[src/common/controlPkg.sv]
package controlPkg;

  // Instruction fields and state register
  localparam int OpWidth = 6;
  localparam int FunctWidth = 6;
  localparam int StateWidth = 5;

  // Opcodes
  localparam logic [OpWidth-1:0] OpRType = 6'h00;
  localparam logic [OpWidth-1:0] OpJ = 6'h02;
  localparam logic [OpWidth-1:0] OpJal = 6'h03;
  localparam logic [OpWidth-1:0] OpBeq = 6'h04;
  localparam logic [OpWidth-1:0] OpBne = 6'h05;
  localparam logic [OpWidth-1:0] OpBle = 6'h06;
  localparam logic [OpWidth-1:0] OpBgt = 6'h07;
  localparam logic [OpWidth-1:0] OpAddi = 6'h08;
  localparam logic [OpWidth-1:0] OpAddiu = 6'h09;
  localparam logic [OpWidth-1:0] OpSlti = 6'h0A;
  localparam logic [OpWidth-1:0] OpLui = 6'h0F;
  localparam logic [OpWidth-1:0] OpLb = 6'h20;
  localparam logic [OpWidth-1:0] OpLh = 6'h21;
  localparam logic [OpWidth-1:0] OpLw = 6'h23;
  localparam logic [OpWidth-1:0] OpSb = 6'h28;
  localparam logic [OpWidth-1:0] OpSh = 6'h29;
  localparam logic [OpWidth-1:0] OpSw = 6'h2B;

  // Funct codes under OpRType
  localparam logic [FunctWidth-1:0] FnJr = 6'h08;
  localparam logic [FunctWidth-1:0] FnAdd = 6'h20;
  localparam logic [FunctWidth-1:0] FnSub = 6'h22;
  localparam logic [FunctWidth-1:0] FnAnd = 6'h24;
  localparam logic [FunctWidth-1:0] FnSlt = 6'h2A;

  // FSM states, kept contiguous from StFetch to StLui
  localparam logic [StateWidth-1:0] StFetch = 5'd0;
  localparam logic [StateWidth-1:0] StWait = 5'd1;
  localparam logic [StateWidth-1:0] StDecode = 5'd2;
  localparam logic [StateWidth-1:0] StInvalid1 = 5'd3;
  localparam logic [StateWidth-1:0] StInvalid2 = 5'd4;
  localparam logic [StateWidth-1:0] StAnd = 5'd5;
  localparam logic [StateWidth-1:0] StAdd = 5'd6;
  localparam logic [StateWidth-1:0] StAddi = 5'd7;
  localparam logic [StateWidth-1:0] StSub = 5'd8;
  localparam logic [StateWidth-1:0] StAluWb = 5'd9;
  localparam logic [StateWidth-1:0] StOverflow1 = 5'd10;
  localparam logic [StateWidth-1:0] StOverflow2 = 5'd11;
  localparam logic [StateWidth-1:0] StSlt = 5'd12;
  localparam logic [StateWidth-1:0] StSlti = 5'd13;
  localparam logic [StateWidth-1:0] StSltWb = 5'd14;
  localparam logic [StateWidth-1:0] StMemAddr = 5'd15;
  localparam logic [StateWidth-1:0] StLoad = 5'd16;
  localparam logic [StateWidth-1:0] StLoadWb = 5'd17;
  localparam logic [StateWidth-1:0] StStore = 5'd18;
  localparam logic [StateWidth-1:0] StBranch = 5'd19;
  localparam logic [StateWidth-1:0] StJal = 5'd20;
  localparam logic [StateWidth-1:0] StLinkWb = 5'd21;
  localparam logic [StateWidth-1:0] StJump = 5'd22;
  localparam logic [StateWidth-1:0] StJr = 5'd23;
  localparam logic [StateWidth-1:0] StJrPc = 5'd24;
  localparam logic [StateWidth-1:0] StLui = 5'd25;

  // ALU operations
  localparam logic [2:0] AluPass = 3'b000;
  localparam logic [2:0] AluAdd = 3'b001;
  localparam logic [2:0] AluSub = 3'b010;
  localparam logic [2:0] AluAnd = 3'b011;
  localparam logic [2:0] AluCmp = 3'b111;

  // PC source mux
  localparam logic [2:0] PcAlu = 3'b000;
  localparam logic [2:0] PcJump = 3'b001;
  localparam logic [2:0] PcVector = 3'b010;
  localparam logic [2:0] PcAluOut = 3'b011;

  // Memory address mux
  localparam logic [2:0] AddrPc = 3'b000;
  localparam logic [2:0] AddrAlu = 3'b001;
  localparam logic [2:0] AddrInvalidVec = 3'b010;
  localparam logic [2:0] AddrOverflowVec = 3'b011;

  // Register write data mux
  localparam logic [2:0] WbAlu = 3'b000;
  localparam logic [2:0] WbMem = 3'b101;
  localparam logic [2:0] WbLui = 3'b110;

  // Destination register mux, DstRa selects r31
  localparam logic [1:0] DstRt = 2'b00;
  localparam logic [1:0] DstRd = 2'b01;
  localparam logic [1:0] DstRa = 2'b11;

  // Branch conditions
  localparam logic [1:0] CondBne = 2'b00;
  localparam logic [1:0] CondBeq = 2'b01;
  localparam logic [1:0] CondBle = 2'b10;
  localparam logic [1:0] CondBgt = 2'b11;

  // Load/store access width
  localparam logic [1:0] SizeByte = 2'b01;
  localparam logic [1:0] SizeHalf = 2'b10;
  localparam logic [1:0] SizeWord = 2'b11;

endpackage

[src/controller/controlDrive.sv]
module controlDrive (
  input  logic clk,
  input  logic reset_in,
  input  logic [controlPkg::StateWidth-1:0] nextState,
  input  logic [1:0] branchCond,
  input  logic [1:0] accessSize,
  output logic pcWriteCond,
  output logic pcWrite,
  output logic memRead,
  output logic memWrite,
  output logic irWrite,
  output logic regWrite,
  output logic lsStore,
  output logic ltOut,
  output logic [1:0] condControl,
  output logic [2:0] aluOp,
  output logic [1:0] lsSize,
  output logic [2:0] iorD,
  output logic [1:0] regDst,
  output logic [2:0] memToReg,
  output logic aluSrcA,
  output logic [1:0] aluSrcB,
  output logic [2:0] pcSource
);

  // Everything idles low, the entered state raises what it needs
  always_ff @(posedge clk) begin
    pcWriteCond <= 1'b0;
    pcWrite <= 1'b0;
    memRead <= 1'b0;
    memWrite <= 1'b0;
    irWrite <= 1'b0;
    regWrite <= 1'b0;
    lsStore <= 1'b0;
    ltOut <= 1'b0;
    condControl <= 2'b00;
    aluOp <= controlPkg::AluPass;
    lsSize <= 2'b00;
    iorD <= controlPkg::AddrPc;
    regDst <= controlPkg::DstRt;
    memToReg <= controlPkg::WbAlu;
    aluSrcA <= 1'b0;
    aluSrcB <= 2'b00;
    pcSource <= controlPkg::PcAlu;

    if (!reset_in) begin
      case (nextState)
        controlPkg::StFetch: begin
          memRead <= 1'b1;
          irWrite <= 1'b1;
          aluSrcB <= 2'b11;
          aluOp <= controlPkg::AluAdd;
          pcWrite <= 1'b1;
        end
        // Branch target computed ahead of execute
        controlPkg::StDecode: begin
          aluSrcB <= 2'b10;
          aluOp <= controlPkg::AluAdd;
        end
        controlPkg::StInvalid2: begin
          iorD <= controlPkg::AddrInvalidVec;
          memRead <= 1'b1;
          pcSource <= controlPkg::PcVector;
          pcWrite <= 1'b1;
        end
        controlPkg::StOverflow2: begin
          iorD <= controlPkg::AddrOverflowVec;
          memRead <= 1'b1;
          pcSource <= controlPkg::PcVector;
          pcWrite <= 1'b1;
        end
        controlPkg::StAnd: begin
          aluSrcA <= 1'b1;
          aluOp <= controlPkg::AluAnd;
        end
        controlPkg::StAdd: begin
          aluSrcA <= 1'b1;
          aluOp <= controlPkg::AluAdd;
        end
        controlPkg::StAddi,
        controlPkg::StMemAddr: begin
          aluSrcA <= 1'b1;
          aluSrcB <= 2'b01;
          aluOp <= controlPkg::AluAdd;
        end
        controlPkg::StSub: begin
          aluSrcA <= 1'b1;
          aluOp <= controlPkg::AluSub;
        end
        controlPkg::StAluWb: begin
          regDst <= controlPkg::DstRd;
          regWrite <= 1'b1;
        end
        controlPkg::StSlt: begin
          aluSrcA <= 1'b1;
          aluOp <= controlPkg::AluCmp;
        end
        controlPkg::StSlti: begin
          aluSrcA <= 1'b1;
          aluSrcB <= 2'b01;
          aluOp <= controlPkg::AluCmp;
        end
        controlPkg::StSltWb: begin
          ltOut <= 1'b1;
          regDst <= controlPkg::DstRd;
          regWrite <= 1'b1;
        end
        controlPkg::StLoad: begin
          iorD <= controlPkg::AddrAlu;
          memRead <= 1'b1;
        end
        controlPkg::StLoadWb: begin
          lsSize <= accessSize;
          memToReg <= controlPkg::WbMem;
          regWrite <= 1'b1;
        end
        controlPkg::StStore: begin
          iorD <= controlPkg::AddrAlu;
          lsStore <= 1'b1;
          lsSize <= accessSize;
          memWrite <= 1'b1;
        end
        controlPkg::StBranch: begin
          pcWriteCond <= 1'b1;
          aluSrcA <= 1'b1;
          aluOp <= controlPkg::AluCmp;
          pcSource <= controlPkg::PcAluOut;
          condControl <= branchCond;
        end
        // Return address is PC plus four
        controlPkg::StJal: begin
          aluSrcB <= 2'b11;
          aluOp <= controlPkg::AluAdd;
        end
        controlPkg::StLinkWb: begin
          regDst <= controlPkg::DstRa;
          regWrite <= 1'b1;
        end
        controlPkg::StJump: begin
          pcSource <= controlPkg::PcJump;
          pcWrite <= 1'b1;
        end
        controlPkg::StJr: aluSrcA <= 1'b1;
        controlPkg::StJrPc: begin
          pcSource <= controlPkg::PcAluOut;
          pcWrite <= 1'b1;
        end
        controlPkg::StLui: begin
          memToReg <= controlPkg::WbLui;
          regWrite <= 1'b1;
        end
        default: begin
        end
      endcase
    end
  end

  assert property (@(posedge clk) disable iff (reset_in) !(memRead && memWrite));
  assert property (@(posedge clk) disable iff (reset_in) !(pcWrite && pcWriteCond));
  // Instruction register only loads from a live memory read
  assert property (@(posedge clk) disable iff (reset_in) irWrite |-> memRead);

endmodule

[src/controller/stateSequencer.sv]
module stateSequencer (
  input  logic clk,
  input  logic reset_in,
  input  logic [controlPkg::StateWidth-1:0] dispatchState,
  input  logic isLoad,
  input  logic overflow,
  output logic [controlPkg::StateWidth-1:0] state,
  output logic [controlPkg::StateWidth-1:0] nextState
);

  // Low for the first cycle out of reset so fetch is entered with its outputs
  logic started;

  always_ff @(posedge clk) begin
    if (reset_in) begin
      state <= controlPkg::StFetch;
      started <= 1'b0;
    end else begin
      state <= nextState;
      started <= 1'b1;
    end
  end

  always_comb begin
    if (!started) begin
      nextState = controlPkg::StFetch;
    end else begin
      case (state)
        controlPkg::StFetch: nextState = controlPkg::StWait;
        controlPkg::StWait: nextState = controlPkg::StDecode;
        controlPkg::StDecode: nextState = dispatchState;

        controlPkg::StInvalid1: nextState = controlPkg::StInvalid2;
        controlPkg::StInvalid2: nextState = controlPkg::StFetch;

        controlPkg::StAnd,
        controlPkg::StAdd,
        controlPkg::StAddi,
        controlPkg::StSub: nextState = controlPkg::StAluWb;
        controlPkg::StAluWb: begin
          if (overflow) begin
            nextState = controlPkg::StOverflow1;
          end else begin
            nextState = controlPkg::StFetch;
          end
        end
        controlPkg::StOverflow1: nextState = controlPkg::StOverflow2;
        controlPkg::StOverflow2: nextState = controlPkg::StFetch;

        controlPkg::StSlt,
        controlPkg::StSlti: nextState = controlPkg::StSltWb;
        controlPkg::StSltWb: nextState = controlPkg::StFetch;

        controlPkg::StMemAddr: begin
          if (isLoad) begin
            nextState = controlPkg::StLoad;
          end else begin
            nextState = controlPkg::StStore;
          end
        end
        controlPkg::StLoad: nextState = controlPkg::StLoadWb;
        controlPkg::StLoadWb: nextState = controlPkg::StFetch;
        controlPkg::StStore: nextState = controlPkg::StFetch;

        controlPkg::StBranch: nextState = controlPkg::StFetch;

        // jal links r31 first, then takes the plain jump
        controlPkg::StJal: nextState = controlPkg::StLinkWb;
        controlPkg::StLinkWb: nextState = controlPkg::StJump;
        controlPkg::StJump: nextState = controlPkg::StFetch;
        controlPkg::StJr: nextState = controlPkg::StJrPc;
        controlPkg::StJrPc: nextState = controlPkg::StFetch;

        controlPkg::StLui: nextState = controlPkg::StFetch;
        default: nextState = controlPkg::StFetch;
      endcase
    end
  end

  // Decoder dispatch must never land outside the encoded range
  assert property (@(posedge clk) disable iff (reset_in)
    state inside {[controlPkg::StFetch:controlPkg::StLui]});

endmodule

[src/hdl/controlUnit.sv]
module controlUnit (
  input  logic clk,
  input  logic reset_in,
  input  logic [controlPkg::OpWidth-1:0] opcode,
  input  logic [controlPkg::FunctWidth-1:0] funct,
  input  logic overflow,
  output logic pcWriteCond,
  output logic pcWrite,
  output logic memRead,
  output logic memWrite,
  output logic irWrite,
  output logic regWrite,
  output logic lsStore,
  output logic ltOut,
  output logic [1:0] condControl,
  output logic [2:0] aluOp,
  output logic [1:0] lsSize,
  output logic [2:0] iorD,
  output logic [1:0] regDst,
  output logic [2:0] memToReg,
  output logic aluSrcA,
  output logic [1:0] aluSrcB,
  output logic [2:0] pcSource
);

  logic [controlPkg::StateWidth-1:0] dispatchState;
  logic [1:0] branchCond;
  logic [1:0] accessSize;
  logic isLoad;
  logic [controlPkg::StateWidth-1:0] nextState;

  instrDecoder decoder0 (
    .opcode(opcode),
    .funct(funct),
    .dispatchState(dispatchState),
    .branchCond(branchCond),
    .accessSize(accessSize),
    .isLoad(isLoad)
  );

  stateSequencer sequencer0 (
    .clk(clk),
    .reset_in(reset_in),
    .dispatchState(dispatchState),
    .isLoad(isLoad),
    .overflow(overflow),
    .state(),
    .nextState(nextState)
  );

  controlDrive drive0 (
    .clk(clk),
    .reset_in(reset_in),
    .nextState(nextState),
    .branchCond(branchCond),
    .accessSize(accessSize),
    .pcWriteCond(pcWriteCond),
    .pcWrite(pcWrite),
    .memRead(memRead),
    .memWrite(memWrite),
    .irWrite(irWrite),
    .regWrite(regWrite),
    .lsStore(lsStore),
    .ltOut(ltOut),
    .condControl(condControl),
    .aluOp(aluOp),
    .lsSize(lsSize),
    .iorD(iorD),
    .regDst(regDst),
    .memToReg(memToReg),
    .aluSrcA(aluSrcA),
    .aluSrcB(aluSrcB),
    .pcSource(pcSource)
  );

endmodule

[src/hdl/instrDecoder.sv]
module instrDecoder (
  input  logic [controlPkg::OpWidth-1:0] opcode,
  input  logic [controlPkg::FunctWidth-1:0] funct,
  output logic [controlPkg::StateWidth-1:0] dispatchState,
  output logic [1:0] branchCond,
  output logic [1:0] accessSize,
  output logic isLoad
);

  always_comb begin
    dispatchState = controlPkg::StInvalid1;
    branchCond = controlPkg::CondBne;
    accessSize = controlPkg::SizeWord;
    isLoad = 1'b0;

    case (opcode)
      controlPkg::OpRType: begin
        case (funct)
          controlPkg::FnAdd: dispatchState = controlPkg::StAdd;
          controlPkg::FnAnd: dispatchState = controlPkg::StAnd;
          controlPkg::FnSub: dispatchState = controlPkg::StSub;
          controlPkg::FnSlt: dispatchState = controlPkg::StSlt;
          controlPkg::FnJr: dispatchState = controlPkg::StJr;
          default: dispatchState = controlPkg::StInvalid1;
        endcase
      end
      // addiu shares the add path
      controlPkg::OpAddi,
      controlPkg::OpAddiu: dispatchState = controlPkg::StAddi;
      controlPkg::OpSlti: dispatchState = controlPkg::StSlti;
      controlPkg::OpLui: dispatchState = controlPkg::StLui;
      controlPkg::OpJ: dispatchState = controlPkg::StJump;
      controlPkg::OpJal: dispatchState = controlPkg::StJal;
      controlPkg::OpBne: begin
        dispatchState = controlPkg::StBranch;
        branchCond = controlPkg::CondBne;
      end
      controlPkg::OpBeq: begin
        dispatchState = controlPkg::StBranch;
        branchCond = controlPkg::CondBeq;
      end
      controlPkg::OpBle: begin
        dispatchState = controlPkg::StBranch;
        branchCond = controlPkg::CondBle;
      end
      controlPkg::OpBgt: begin
        dispatchState = controlPkg::StBranch;
        branchCond = controlPkg::CondBgt;
      end
      controlPkg::OpLb,
      controlPkg::OpLh,
      controlPkg::OpLw: begin
        dispatchState = controlPkg::StMemAddr;
        isLoad = 1'b1;
      end
      controlPkg::OpSb,
      controlPkg::OpSh,
      controlPkg::OpSw: dispatchState = controlPkg::StMemAddr;
      default: dispatchState = controlPkg::StInvalid1;
    endcase

    // Width from the low opcode bits of the memory group
    if (opcode == controlPkg::OpLb || opcode == controlPkg::OpSb) begin
      accessSize = controlPkg::SizeByte;
    end else if (opcode == controlPkg::OpLh || opcode == controlPkg::OpSh) begin
      accessSize = controlPkg::SizeHalf;
    end
  end

endmodule

[config.mk]
export PLATFORM = sky130hd
export DESIGN_NAME = controlUnit
export DESIGN_NICKNAME = d
export VERILOG_FILES = /design/src/common/controlPkg.sv /design/src/controller/controlDrive.sv /design/src/controller/stateSequencer.sv /design/src/hdl/controlUnit.sv /design/src/hdl/instrDecoder.sv
export SDC_FILE = /design/constraint.sdc
export NUM_CORES = 1
export LEC_CHECK = 0
export ABC_AREA = 1
export BUFFER_PORTS_ARGS = -buffer_cell sky130_fd_sc_hd__buf_2
export CAP_MARGIN = 15
export CORE_ASPECT_RATIO = 2
export CORE_MARGIN = 4
export CORE_UTILIZATION = 54
export CTS_CLUSTER_SIZE = 8
export DETAILED_ROUTE_END_ITERATION = 7
export GPL_ROUTABILITY_DRIVEN = 0
export PLACE_DENSITY_LB_ADDON = 0.08
export SLEW_MARGIN = 10
export SYNTH_ARGS = -nofsm -noshare
export SYNTH_HDL_FRONTEND = slang
export SYNTH_SLANG_ARGS = --single-unit
[constraint.sdc]
create_clock -name clk -period 2.08 [get_ports clk]
set_input_delay 0.208 -clock clk [delete_from_list [all_inputs] [get_ports clk]]
set_output_delay 0.208 -clock clk [all_outputs]
set_load 0.005 [all_outputs]
==> key figures, run 1 <==
Clock tree
  • CTS tree: done
  • CTS Hold Bufs: 0
  • Clk_lat worst skew: 0.28 ns
  • Postcts setup bufs: 0
  • Root Driver: clkbuf_8
  • CTS clk-pin slew, worst paths: 0.06 ns
  • Clock Path Buffers: 2
  • Num CTS Buffers: 5
  • Sink Count: 32
  • H-tree depth reported by CTS: 2

STA
  • Crit path time final: 1.892 ns
  • Slew headroom: 0.5986
  • Setup TNS: 0 ns
  • Tightest Pin Transition: 0.6013 ns
  • Final period utilization: 0.9095
  • Final Setup Violations: 0
  • Max-slew violations: 0
  • Fmax achieved: 528.6 MHz
  • Hold slack: 0.2472 ns
  • Worst Skew: 0.002006 ns
  • Final Hold Vio Count: 0

Critical path
  • CP startpoint: sequencer0.state[1]
  • CP Data Arrival Time: 2.12 ns
  • Req. time, crit path: 2.31 ns
  • Worst setup EP type: flop
  • Critical Path Fanout Max: 5
  • Crit Path Class: reg -> reg
  • Crit path launch type: flop
  • Critical R2R Launch: sequencer0.state[1]

Logic synthesis
  • Post-Syn Area per Cell: 6.925 um^2
  • Combinational family with the most area after synthesis: simple AND/OR/NAND/NOR gates
  • Flops & latches, synth: 32
  • Compound-gate portion of the synthesized area: 0.06128
  • Cell Area, Synth: 1981 um^2
  • Mapped Cells: 286
  • Mux contribution to synthesized area: 0
  • Simple-Gate Fraction of Synth Area: 0.5073
  • Adder-Cell Fraction of Synth Area: 0
  • Sequential fraction of the synthesis area: 0.3234
  • XOR/XNOR share of the synthesized area: 0
  • Synth cell types: 30
  • YS warnings: 0

Pwr
  • Leakage power: 1.304 nW
  • Max rail drop VDD: 636.3 uV
  • Power per Cell Area: 630.0 nW/um^2

Global route
  • Gr usage total: 0.2288
  • Gr ovfl total: 0
  • First-pass GRT wire length: 8252 um
  • Largest net degree at the start of global routing: 13
  • Initial antenna violation count: 0
  • Vias in the first global route: 1,840

Route
  • Vias: 1,917
  • Vias/cell: 5.058
  • Wire per inst: 12.73 um
  • Final antenna-violating net count: 0
  • Final WL: 4826 um
  • Iter 0 DRT Violations: 30
  • First-pass iteration count of the detailed router: 4
  • Post-route DRC: 0

Floorplanning
  • Die Y: 93.65 um
  • Placement row count: 30
  • Die W: 50.83 um
  • Core Area: 3453 um^2
  • Initial Util: 0.5736
  • Top Ports: 44
  • Die ar.: 4760 um^2

Place
  • Port bufs: 41
  • Post-DP HPWL: 3946 um

Finish
  • Layout Nets: 345
  • Area delta synth->final: 18.45%
  • Ant. Diodes: 0
  • Proportion of layout cells with a drive suffix above 1: 0.3474
  • Fill cells: 323

Hold path
  • HP Class: in -> reg
  • HP Start: reset_in

Flow run
  • Max-cap violations: 0

Run status
  • Status: complete, no violations
## worst max-delay path, stage by stage (launching register included)
cell and delay [ns]:
dfxtp_2 0.34, inv_1 0.14, nor2_1 0.08, nand3_1 0.10, nand2_1 0.09, nor3_2 0.26
nand3_2 0.14, nand2_4 0.13, nand2_4 0.10, nor2_2 0.15, nand2_2 0.10, nand3_1 0.08
nand2_1 0.07, nand2_1 0.08
## routing by layer
layer,global-route usage,part of all wire,up-vias
li1,-,-,980
met2,0.4400,0.57,56
met1,0.2050,0.34,858
met5,0,0,-
met4,0.1461,0.058,0
met3,0.04610,0.032,23
## sequential cells by signal, indices dropped and copies added (netlist names), 2 cells and up
register / cells
drive0.lsSize: 2
sequencer0.state: 5
drive0.memToReg: 3
drive0.condControl: 2
drive0.aluOp: 3
drive0.regDst: 2
drive0.iorD: 2
drive0.pcSource: 2
drive0.aluSrcB: 2
## cells in the final DEF (no fill, tap or decap), types with 3 or more instances in the layout
master and instances:
o21ai_1 4, buf_2 41, clkbuf_8 5, nor2_1 43, nor2_2 9, inv_2 11, nand4_1 3, a21oi_2 3
nand3_1 38, inv_1 32, nand3_2 7, a21oi_1 4, nand2_2 6, dfxtp_2 3, nand2_1 57, dfxtp_1 29
nor2_4 5, nand2_4 11
## final timing paths
kind         slack, ns                   to  depth (start not counted)
max               0.19      drive0.aluOp[0]                         13
min               0.25  sequencer0.state[0]                          2
max reg2reg       0.19      drive0.aluOp[0]                         13
min reg2reg       0.77  sequencer0.state[0]                          2
## logic make-up after synthesis
logic type,count (synthesis)
compound gates,18
buf+inv,50
flops,32
other cells,1
simple gates,185
## power by group
group | internal (mW) | total, mW | switching, mW | leakage, nW
sequential | 0.635 | 0.649 | 0.0142 | 0.262
combinational | 0.0843 | 0.249 | 0.164 | 0.988
clock | 0.354 | 0.580 | 0.226 | 0.0541
## layout make-up
type                            count  area (um^2)  share of cell area
Multi-Input combinational cell    205         1150              0.4901
Clock buffer                        5        68.82             0.02933
Timing Repair Buffer               42        212.7             0.09067
Sequential cell                    32        644.4              0.2747
Tap cell                           48        60.06             0.02560
Clock inverter                      3        42.54             0.01813
Inverter                           44        167.7             0.07147
## repair_timing
action	4_1_cts	5_1_grt
resized for setup	0	8
endpoints found under the hold margin	0	0
endpoints found under the setup margin	0	10
## through the flow
stage / cells / worst slack (ns) / instance area, um^2 / total power [mW] / util
2_1_floorplan: 287 / 0.4570 / 1984 / 0.8386 / -
3_3_place_gp: 371 / 0.1424 / 2215 / 0.9039 / 0.6413
3_5_place_dp: 371 / 0.1136 / 2215 / 0.9082 / 0.6413
4_1_cts: 379 / 0.1257 / 2326 / 1.485 / 0.6736
5_1_grt: 379 / -0.002882 / 2346 / 1.559 / 0.6793
6_report: 379 / 0.1882 / 2346 / 1.478 / 0.6793
## synth_stat cells
master	number	area [um^2]
buf_2	1	5.000
a31oi_1	1	6.260
a21oi_2	3	26.28
nand3_1	38	190.2
inv_4	1	6.260
buf_6	1	11.26
clkbuf_1	1	3.750
nand2_1	57	214.0
o21ai_0	2	10.01
nor2_4	4	45.04
a2111oi_0	1	8.760
a21oi_1	4	20.02
nor3_2	2	20.02
o21ai_1	4	20.02
nand4_4	1	21.27
nor3_1	1	5.000
conb_1	1	3.750
buf_4	3	22.52
nand2_2	6	37.54
nand3_2	7	70.07
nor2_2	8	50.05
nor2_8	2	40.04
nor2_1	45	168.9
dfxtp_1	32	640.6
nand4_1	3	18.77
nand2_4	11	123.9
o21ai_2	2	17.52
o211ai_2	1	12.51
inv_1	33	123.9
inv_2	10	37.54
No activity file was read; power rests on OpenSTA's default activity.
==> run 2: changes to the inputs <==
--- a/config.mk
+++ b/config.mk
@@ -10,7 +10,7 @@
 export CAP_MARGIN = 15
 export CORE_ASPECT_RATIO = 2
 export CORE_MARGIN = 4
-export CORE_UTILIZATION = 54
+export CORE_UTILIZATION = 58
 export CTS_CLUSTER_SIZE = 8
 export DETAILED_ROUTE_END_ITERATION = 7
 export GPL_ROUTABILITY_DRIVEN = 0
==> constraint.sdc (replaced) <==
create_clock -name clk -period 2.3 [get_ports clk]
set_input_delay 0.23 -clock clk [delete_from_list [all_inputs] [get_ports clk]]
set_output_delay 0.23 -clock clk [all_outputs]
set_load 0.005 [all_outputs]
==> run 2 against run 1 <==
Die area down 6.1%. Final cell count down 4.7%. Largest cell class unchanged. First-iteration DRC count up 37%. Register-to-register slack better by 0.13 ns. Sequential power down 9.6%.
==> key figures, run 2 (synthesis results as in run 1) <==
STA
  • Tightest Pin Transition: 0.6538 ns
  • Slew headroom: 0.5636
  • Final Hold Vio Count: 0
  • Setup TNS: 0 ns
  • Final period utilization: 0.8606
  • Final Setup Violations: 0
  • Worst Skew: 0.001659 ns
  • Max-slew violations: 0
  • RSZ-0062 raised after global routing: false
  • Crit path time final: 1.979 ns
  • Fmax achieved: 505.2 MHz

Finish
  • Layout Nets: 344
  • Fin cells: 361
  • Proportion of layout cells with a drive suffix above 1: 0.3212
  • Area delta synth->final: 15.79%
  • Biggest regs: sequencer0.state: 5 flops, drive0.aluOp: 3 flops, drive0.memToReg: 3 flops
  • Most common cell after layout, fill and taps aside: nand2_1
  • Fill cells: 304
  • Ant. Diodes: 0
  • Commonest non-fill, non-tap cells in the layout: nand2_1 (57), nor2_1 (45), buf_2 (41)
  • Biggest register: sequencer0.state
  • Max reg flops: 5

Floorplanning
  • Die ar.: 4470 um^2
  • Initial Util: 0.6133
  • Core Area: 3229 um^2
  • Die W: 49.32 um
  • Placement row count: 29
  • Top Ports: 44
  • Die Y: 90.64 um

Global route
  • First-pass GRT wire length: 7810 um
  • Largest net degree at the start of global routing: 13
  • Initial antenna violation count: 0
  • Gr usage total: 0.2266
  • Gr ovfl total: 0
  • Vias in the first global route: 1,800

Critical path
  • Largest delay share family, worst path: simple AND/OR/NAND/NOR gates
  • Req. time, crit path: 2.53 ns
  • Most frequent CP cell: nand2_1
  • Crit Path Class: reg -> reg
  • Worst setup EP type: flop
  • Critical path cell sequence: nor2_1 > o21ai_1 > o211ai_2 > nand2_1 > nor2_2 > nand2_4 > nand2_4 > nand3_2 > inv_1 > nand3_1 > nand3_1 > nand2_1 > nand2_1
  • WP buf/inv: 1
  • CP max stage delay: 0.35 ns
  • Crit path launch type: flop
  • Critical Path Fanout Max: 6
  • Slowest stage cell on the critical path: dfxtp_1
  • CP Data Arrival Time: 2.21 ns

Clock tree
  • H-tree depth reported by CTS: 2
  • Clk_lat worst skew: 0.28 ns
  • Num CTS Buffers: 5
  • CTS tree: done
  • Clock Path Buffers: 2
  • Root Driver: clkbuf_8
  • Resized Gates After CTS: 0
  • CTS Hold Bufs: 0
  • Postcts setup bufs: 0
  • Sink Count: 32
  • CTS clk-pin slew, worst paths: 0.06 ns

Route
  • Post-route DRC: 0
  • First-pass iteration count of the detailed router: 5
  • Iter 0 DRT Violations: 41
  • Vias/cell: 5.324
  • Final WL: 4670 um
  • Final antenna-violating net count: 0
  • Vias: 1,922
  • Wire per inst: 12.94 um

Pwr
  • Switching part of the total power: 0.2683
  • Clk network pwr share: 0.390
  • Sequential share of power: 0.443
  • Leakage power: 1.300 nW
  • Max rail drop VDD: 623.0 uV
  • Power per Cell Area: 577.7 nW/um^2
  • Internal power: 969.5 uW
  • Sw power: 355.5 uW
  • Comb pwr share: 0.167
  • Total power: 1.325 mW

Place
  • Port bufs: 41
  • Cell count after placement: 353
  • Post-DP HPWL: 3772 um

Flow run
  • Max-cap violations: 0

Run status
  • Status: complete, no violations

Hold path
  • HP Class: in -> reg
-- run 2: stage by stage --
| step | cell area (um^2) | utilization | hold slack [ns] | worst slack [ns] |
|---|---|---|---|---|
| 4_1_cts | 2293 | 0.7102 | 0.2660 | 0.3064 |
| 5_1_grt | 2293 | 0.7102 | 0.2874 | 0.07720 |
| 3_5_place_dp | 2186 | 0.6769 | 0.5588 | 0.3121 |
| 3_3_place_gp | 2186 | 0.6769 | 0.5524 | 0.3178 |
| 6_report | 2293 | 0.7102 | 0.2683 | 0.3207 |
| 2_1_floorplan | 1984 | - | 0.3897 | 0.6770 |
-- run 2: final cells by class --
| type | count | area, um^2 | area share |
|---|---|---|---|
| well taps | 31 | 38.79 | 0.01691 |
| clock buffers | 6 | 72.57 | 0.03164 |
| inverters | 44 | 167.7 | 0.07310 |
| clock inverters | 2 | 35.03 | 0.01528 |
| repair buffers | 41 | 205.2 | 0.08947 |
| multi-input cells | 205 | 1134 | 0.4943 |
| flip-flops and latches | 32 | 640.6 | 0.2793 |
-- run 2: layer usage --
layer	track usage	up-vias	wire length, um
li1	-	980	-
met1	0.2041	886	1591
met2	0.4417	45	2778
met3	0.04298	11	170
met4	0.1283	0	129
met5	0	-	0
-- run 2: power groups by stage --
stage	sequential, mW	clock [mW]	combinational, mW
after global placement	0.599	0	0.217
after detailed placement	0.599	0	0.220
after floorplan	0.597	0	0.161
after CTS	0.587	0.528	0.222
final	0.587	0.516	0.222
after global routing	0.589	0.553	0.250
-- run 2: worst paths after layout --
check | end | startpoint | slack (ns) | cells after the start
worst max register to register | drive0.pcWrite | sequencer0.state[0] | 0.32 | 13
worst min-delay path | drive0.irWrite | reset_in | 0.27 | 2
worst max-delay path | drive0.pcWrite | sequencer0.state[0] | 0.32 | 13
worst min register to register | sequencer0.state[0] | sequencer0.started | 0.79 | 2
==> run 3: changes to the inputs <==
--- a/config.mk
+++ b/config.mk
@@ -5,7 +5,7 @@
 export SDC_FILE = /design/constraint.sdc
 export NUM_CORES = 1
 export LEC_CHECK = 0
-export ABC_AREA = 1
+export ABC_AREA = 0
 export BUFFER_PORTS_ARGS = -buffer_cell sky130_fd_sc_hd__buf_2
 export CAP_MARGIN = 15
 export CORE_ASPECT_RATIO = 2
==> run 3 against run 2 <==
Core utilization is 7.4 points higher. Die area decreased by 2.9%. Critical path depth decreased by 6. Count of clock-buffer cells in the layout grew 2. Flip-flop and latch count did not move. Synthesized cell count is 17% lower. Global-route usage rose by 3.6 points. Wire length grew 20%. The flow now finishes with violations (setup timing). Largest cell class unchanged. Area after synthesis is 3.3% lower. Final cell count fell by 7.2%. Via count up 8.8%. Largest power group unchanged.
==> key figures, run 3 <==
Critical path
  • Req. time, crit path: 2.45 ns
  • R2R cell count: 7
  • R2r endpoint: drive0.aluOp[1]
  • Slowest stage cell on the critical path: or4b_4
  • Crit path launch type: flop
  • CP max stage delay: 0.55 ns
  • R2R Setup Slk: -0.02 ns
  • CP Data Arrival Time: 2.47 ns
  • Critical R2R Launch: sequencer0.state[2]
  • Worst setup EP type: flop
  • Critical path cell sequence: or4b_4 > or2_4 > a311o_1 > and2_4 > buf_4 > a32oi_2 > nand2_1
  • Critical Path Fanout Max: 7
  • Crit Path Class: reg -> reg

Finish
  • Area delta synth->final: 30.76%
  • Commonest non-fill, non-tap cells in the layout: buf_2 (41), buf_4 (34), dfxtp_1 (31)
  • Ant. Diodes: 0
  • Layout Nets: 318
  • Finished Core Util: 0.7845
  • Biggest regs: sequencer0.state: 5 flops, drive0.aluOp: 3 flops, drive0.memToReg: 3 flops
  • Max reg flops: 5
  • Biggest register: sequencer0.state
  • Most common cell after layout, fill and taps aside: buf_2
  • Fin cells: 335
  • Proportion of layout cells with a drive suffix above 1: 0.3553

Pwr
  • Total power: 1.270 mW
  • Max rail drop VDD: 535.7 uV
  • Power per Cell Area: 507.2 nW/um^2
  • Leakage power: 1.161 nW

Global route
  • M3 GR Usage: 0.03840
  • Gr ovfl total: 0
  • Largest net degree at the start of global routing: 14
  • Met1 Use GR: 0.2672
  • Initial antenna violation count: 0
  • Gr usage total: 0.2624
  • Met2 usage: 0.4976
  • Gr busiest metal: met2
  • Vias in the first global route: 1,993
  • First-pass GRT wire length: 9052 um

Floorplanning
  • Top Ports: 44
  • Die ar.: 4342 um^2
  • Die W: 48.64 um
  • Initial Util: 0.5999
  • Die Y: 89.28 um
  • Core Area: 3193 um^2
  • Placement row count: 29

Logic synthesis
  • Post-synthesis async set-or-reset flop share: 0
  • Post-Syn Area per Cell: 8.117 um^2
  • Sequential fraction of the synthesis area: 0.3344
  • Top cells by area, synth: dfxtp_1 (33%), nor2_1 (4.7%), nor3_1 (3.1%), a21oi_1 (2.6%), inv_1 (2.5%)
  • Synth cell types: 63
  • Mapped Cells: 236
  • Top-count cell post-synth: dfxtp_1
  • Number of enable flip-flop cells after synthesis: 0
  • Flops & latches, synth: 32
  • Yosys top cell by area: dfxtp_1
  • Most common flop cell mapped by yosys: dfxtp_1
  • Top cells by count, synth: dfxtp_1 (32), nor2_1 (24), inv_1 (13)
  • Area share of the leading cell type in the synthesized netlist: 0.3344
  • YS warnings: 0
  • Cell Area, Synth: 1916 um^2

Route
  • Vias/cell: 6.245
  • Final antenna-violating net count: 0
  • Final WL: 5613 um
  • Wire per inst: 16.76 um
  • Iter 0 DRT Violations: 95
  • Vias: 2,092
  • Post-route DRC: 0
  • First-pass iteration count of the detailed router: 4

Hold path
  • HP Class: in -> reg
  • Hold Crit Depth: 2
  • Worst Hold End: sequencer0.started
  • HP Start: reset_in

Clock tree
  • Sink Count: 32
  • Clock Path Buffers: 2
  • Num CTS Buffers: 5
  • Clk_lat worst skew: 0.28 ns
  • H-tree depth reported by CTS: 2
  • CTS tree: done
  • Root Driver: clkbuf_8
  • CTS clk-pin slew, worst paths: 0.06 ns

STA
  • RSZ-0062 raised after global routing: true
  • Final period utilization: 1.007
  • Worst Skew: 0.004975 ns
  • Fmax achieved: 431.8 MHz
  • Final Hold Vio Count: 0
  • Hold slack: 0.2384 ns
  • Final Setup Violations: 2
  • Max-slew violations: 0
  • Crit path time final: 2.316 ns
  • Final setup margin: -0.01584 ns

Place
  • Post-DP HPWL: 4124 um
  • Port bufs: 41
  • Cell count after placement: 327
  • Place WS: -0.07179 ns

Run status
  • Failing checks: setup timing
  • Status: finished, violations left

Flow run
  • Max-cap violations: 0
==> run 3: changes by cell type after synthesis, moves of 6 or more <==
cell     previous run  this run
a21oi_1             4        10
inv_1              33        13
nor2_2              8         2
o21ai_0             2         9
nor2_1             45        24
nand2_1            57        12
nor3_1              1        12
inv_2              10         0
nor2b_1             0         6
nand3_2             7         0
nand3_1            38         6
nand2_4            11         0
==> run 3: layer usage <==
metal / vias to the layer above / part of all wire
met5: - / 0
met4: 0 / 0.039
met3: 20 / 0.053
met2: 97 / 0.55
met1: 984 / 0.36
li1: 991 / -
==> run 3: power by group <==
part	internal (mW)	switching [mW]	leakage [nW]
logic	0.113	0.150	0.855
clock network	0.244	0.191	0.0455
registers	0.567	0.00606	0.261
total	0.923	0.347	1.16
==> run 3: final cells by class <==
type / count / area [um^2]
Clock buffer: 8 / 90.09
Fill cell: 250 / 688.2
Inverter: 13 / 48.80
Multi-Input combinational cell: 174 / 1185
Sequential cell: 32 / 641.9
Tap cell: 31 / 38.79
Timing Repair Buffer: 77 / 500.5
==> run 3: worst max-delay path by stage <==
stage / cells after the start / startpoint / to / slack, ns
6_report: 7 / sequencer0.state[2] / drive0.aluOp[1] / -0.02
5_1_grt: 7 / sequencer0.state[2] / drive0.pcWrite / -0.1
4_1_cts: 8 / sequencer0.state[2] / drive0.regWrite / -0.04
3_5_place_dp: 7 / sequencer0.state[2] / drive0.pcWrite / -0.07
3_3_place_gp: 7 / sequencer0.state[2] / drive0.aluOp[0] / -0.03
2_1_floorplan: 9 / sequencer0.state[3] / drive0.pcWrite / 0.007
==> run 3: logic make-up after synthesis <==
family	synth area share
AND/OR/NAND/NOR	0.2822
AO/OA/AOI/OAI	0.2756
other	0.001958
buffers and inverters	0.08295
flip-flops	0.3344
XOR/XNOR	0.02287
==> run 3: per-stage QoR <==
step | setup TNS, ns | cell area, um^2
2_1_floorplan | 0 | 1919
3_3_place_gp | -0.07149 | 2349
3_5_place_dp | -0.3876 | 2349
4_1_cts | -0.09560 | 2459
5_1_grt | -0.9932 | 2505
6_report | -0.02037 | 2505
==> run 3: what timing repair did <==
item	in CTS	in global routing
resized for setup	6	15
setup endpoints to repair	12	23
hold buffers	0	0
setup buffers	0	1
gates cloned	0	0
pin swaps	0	2
hold endpoints to repair	0	0
==> run 3: critical path, delay by kind of cell, from the launching register on <==
kind | cells | cell delay [ns]
simple gates | 4 | 1.11
flops | 1 | 0.32
compound gates | 2 | 0.60
buf+inv | 1 | 0.15
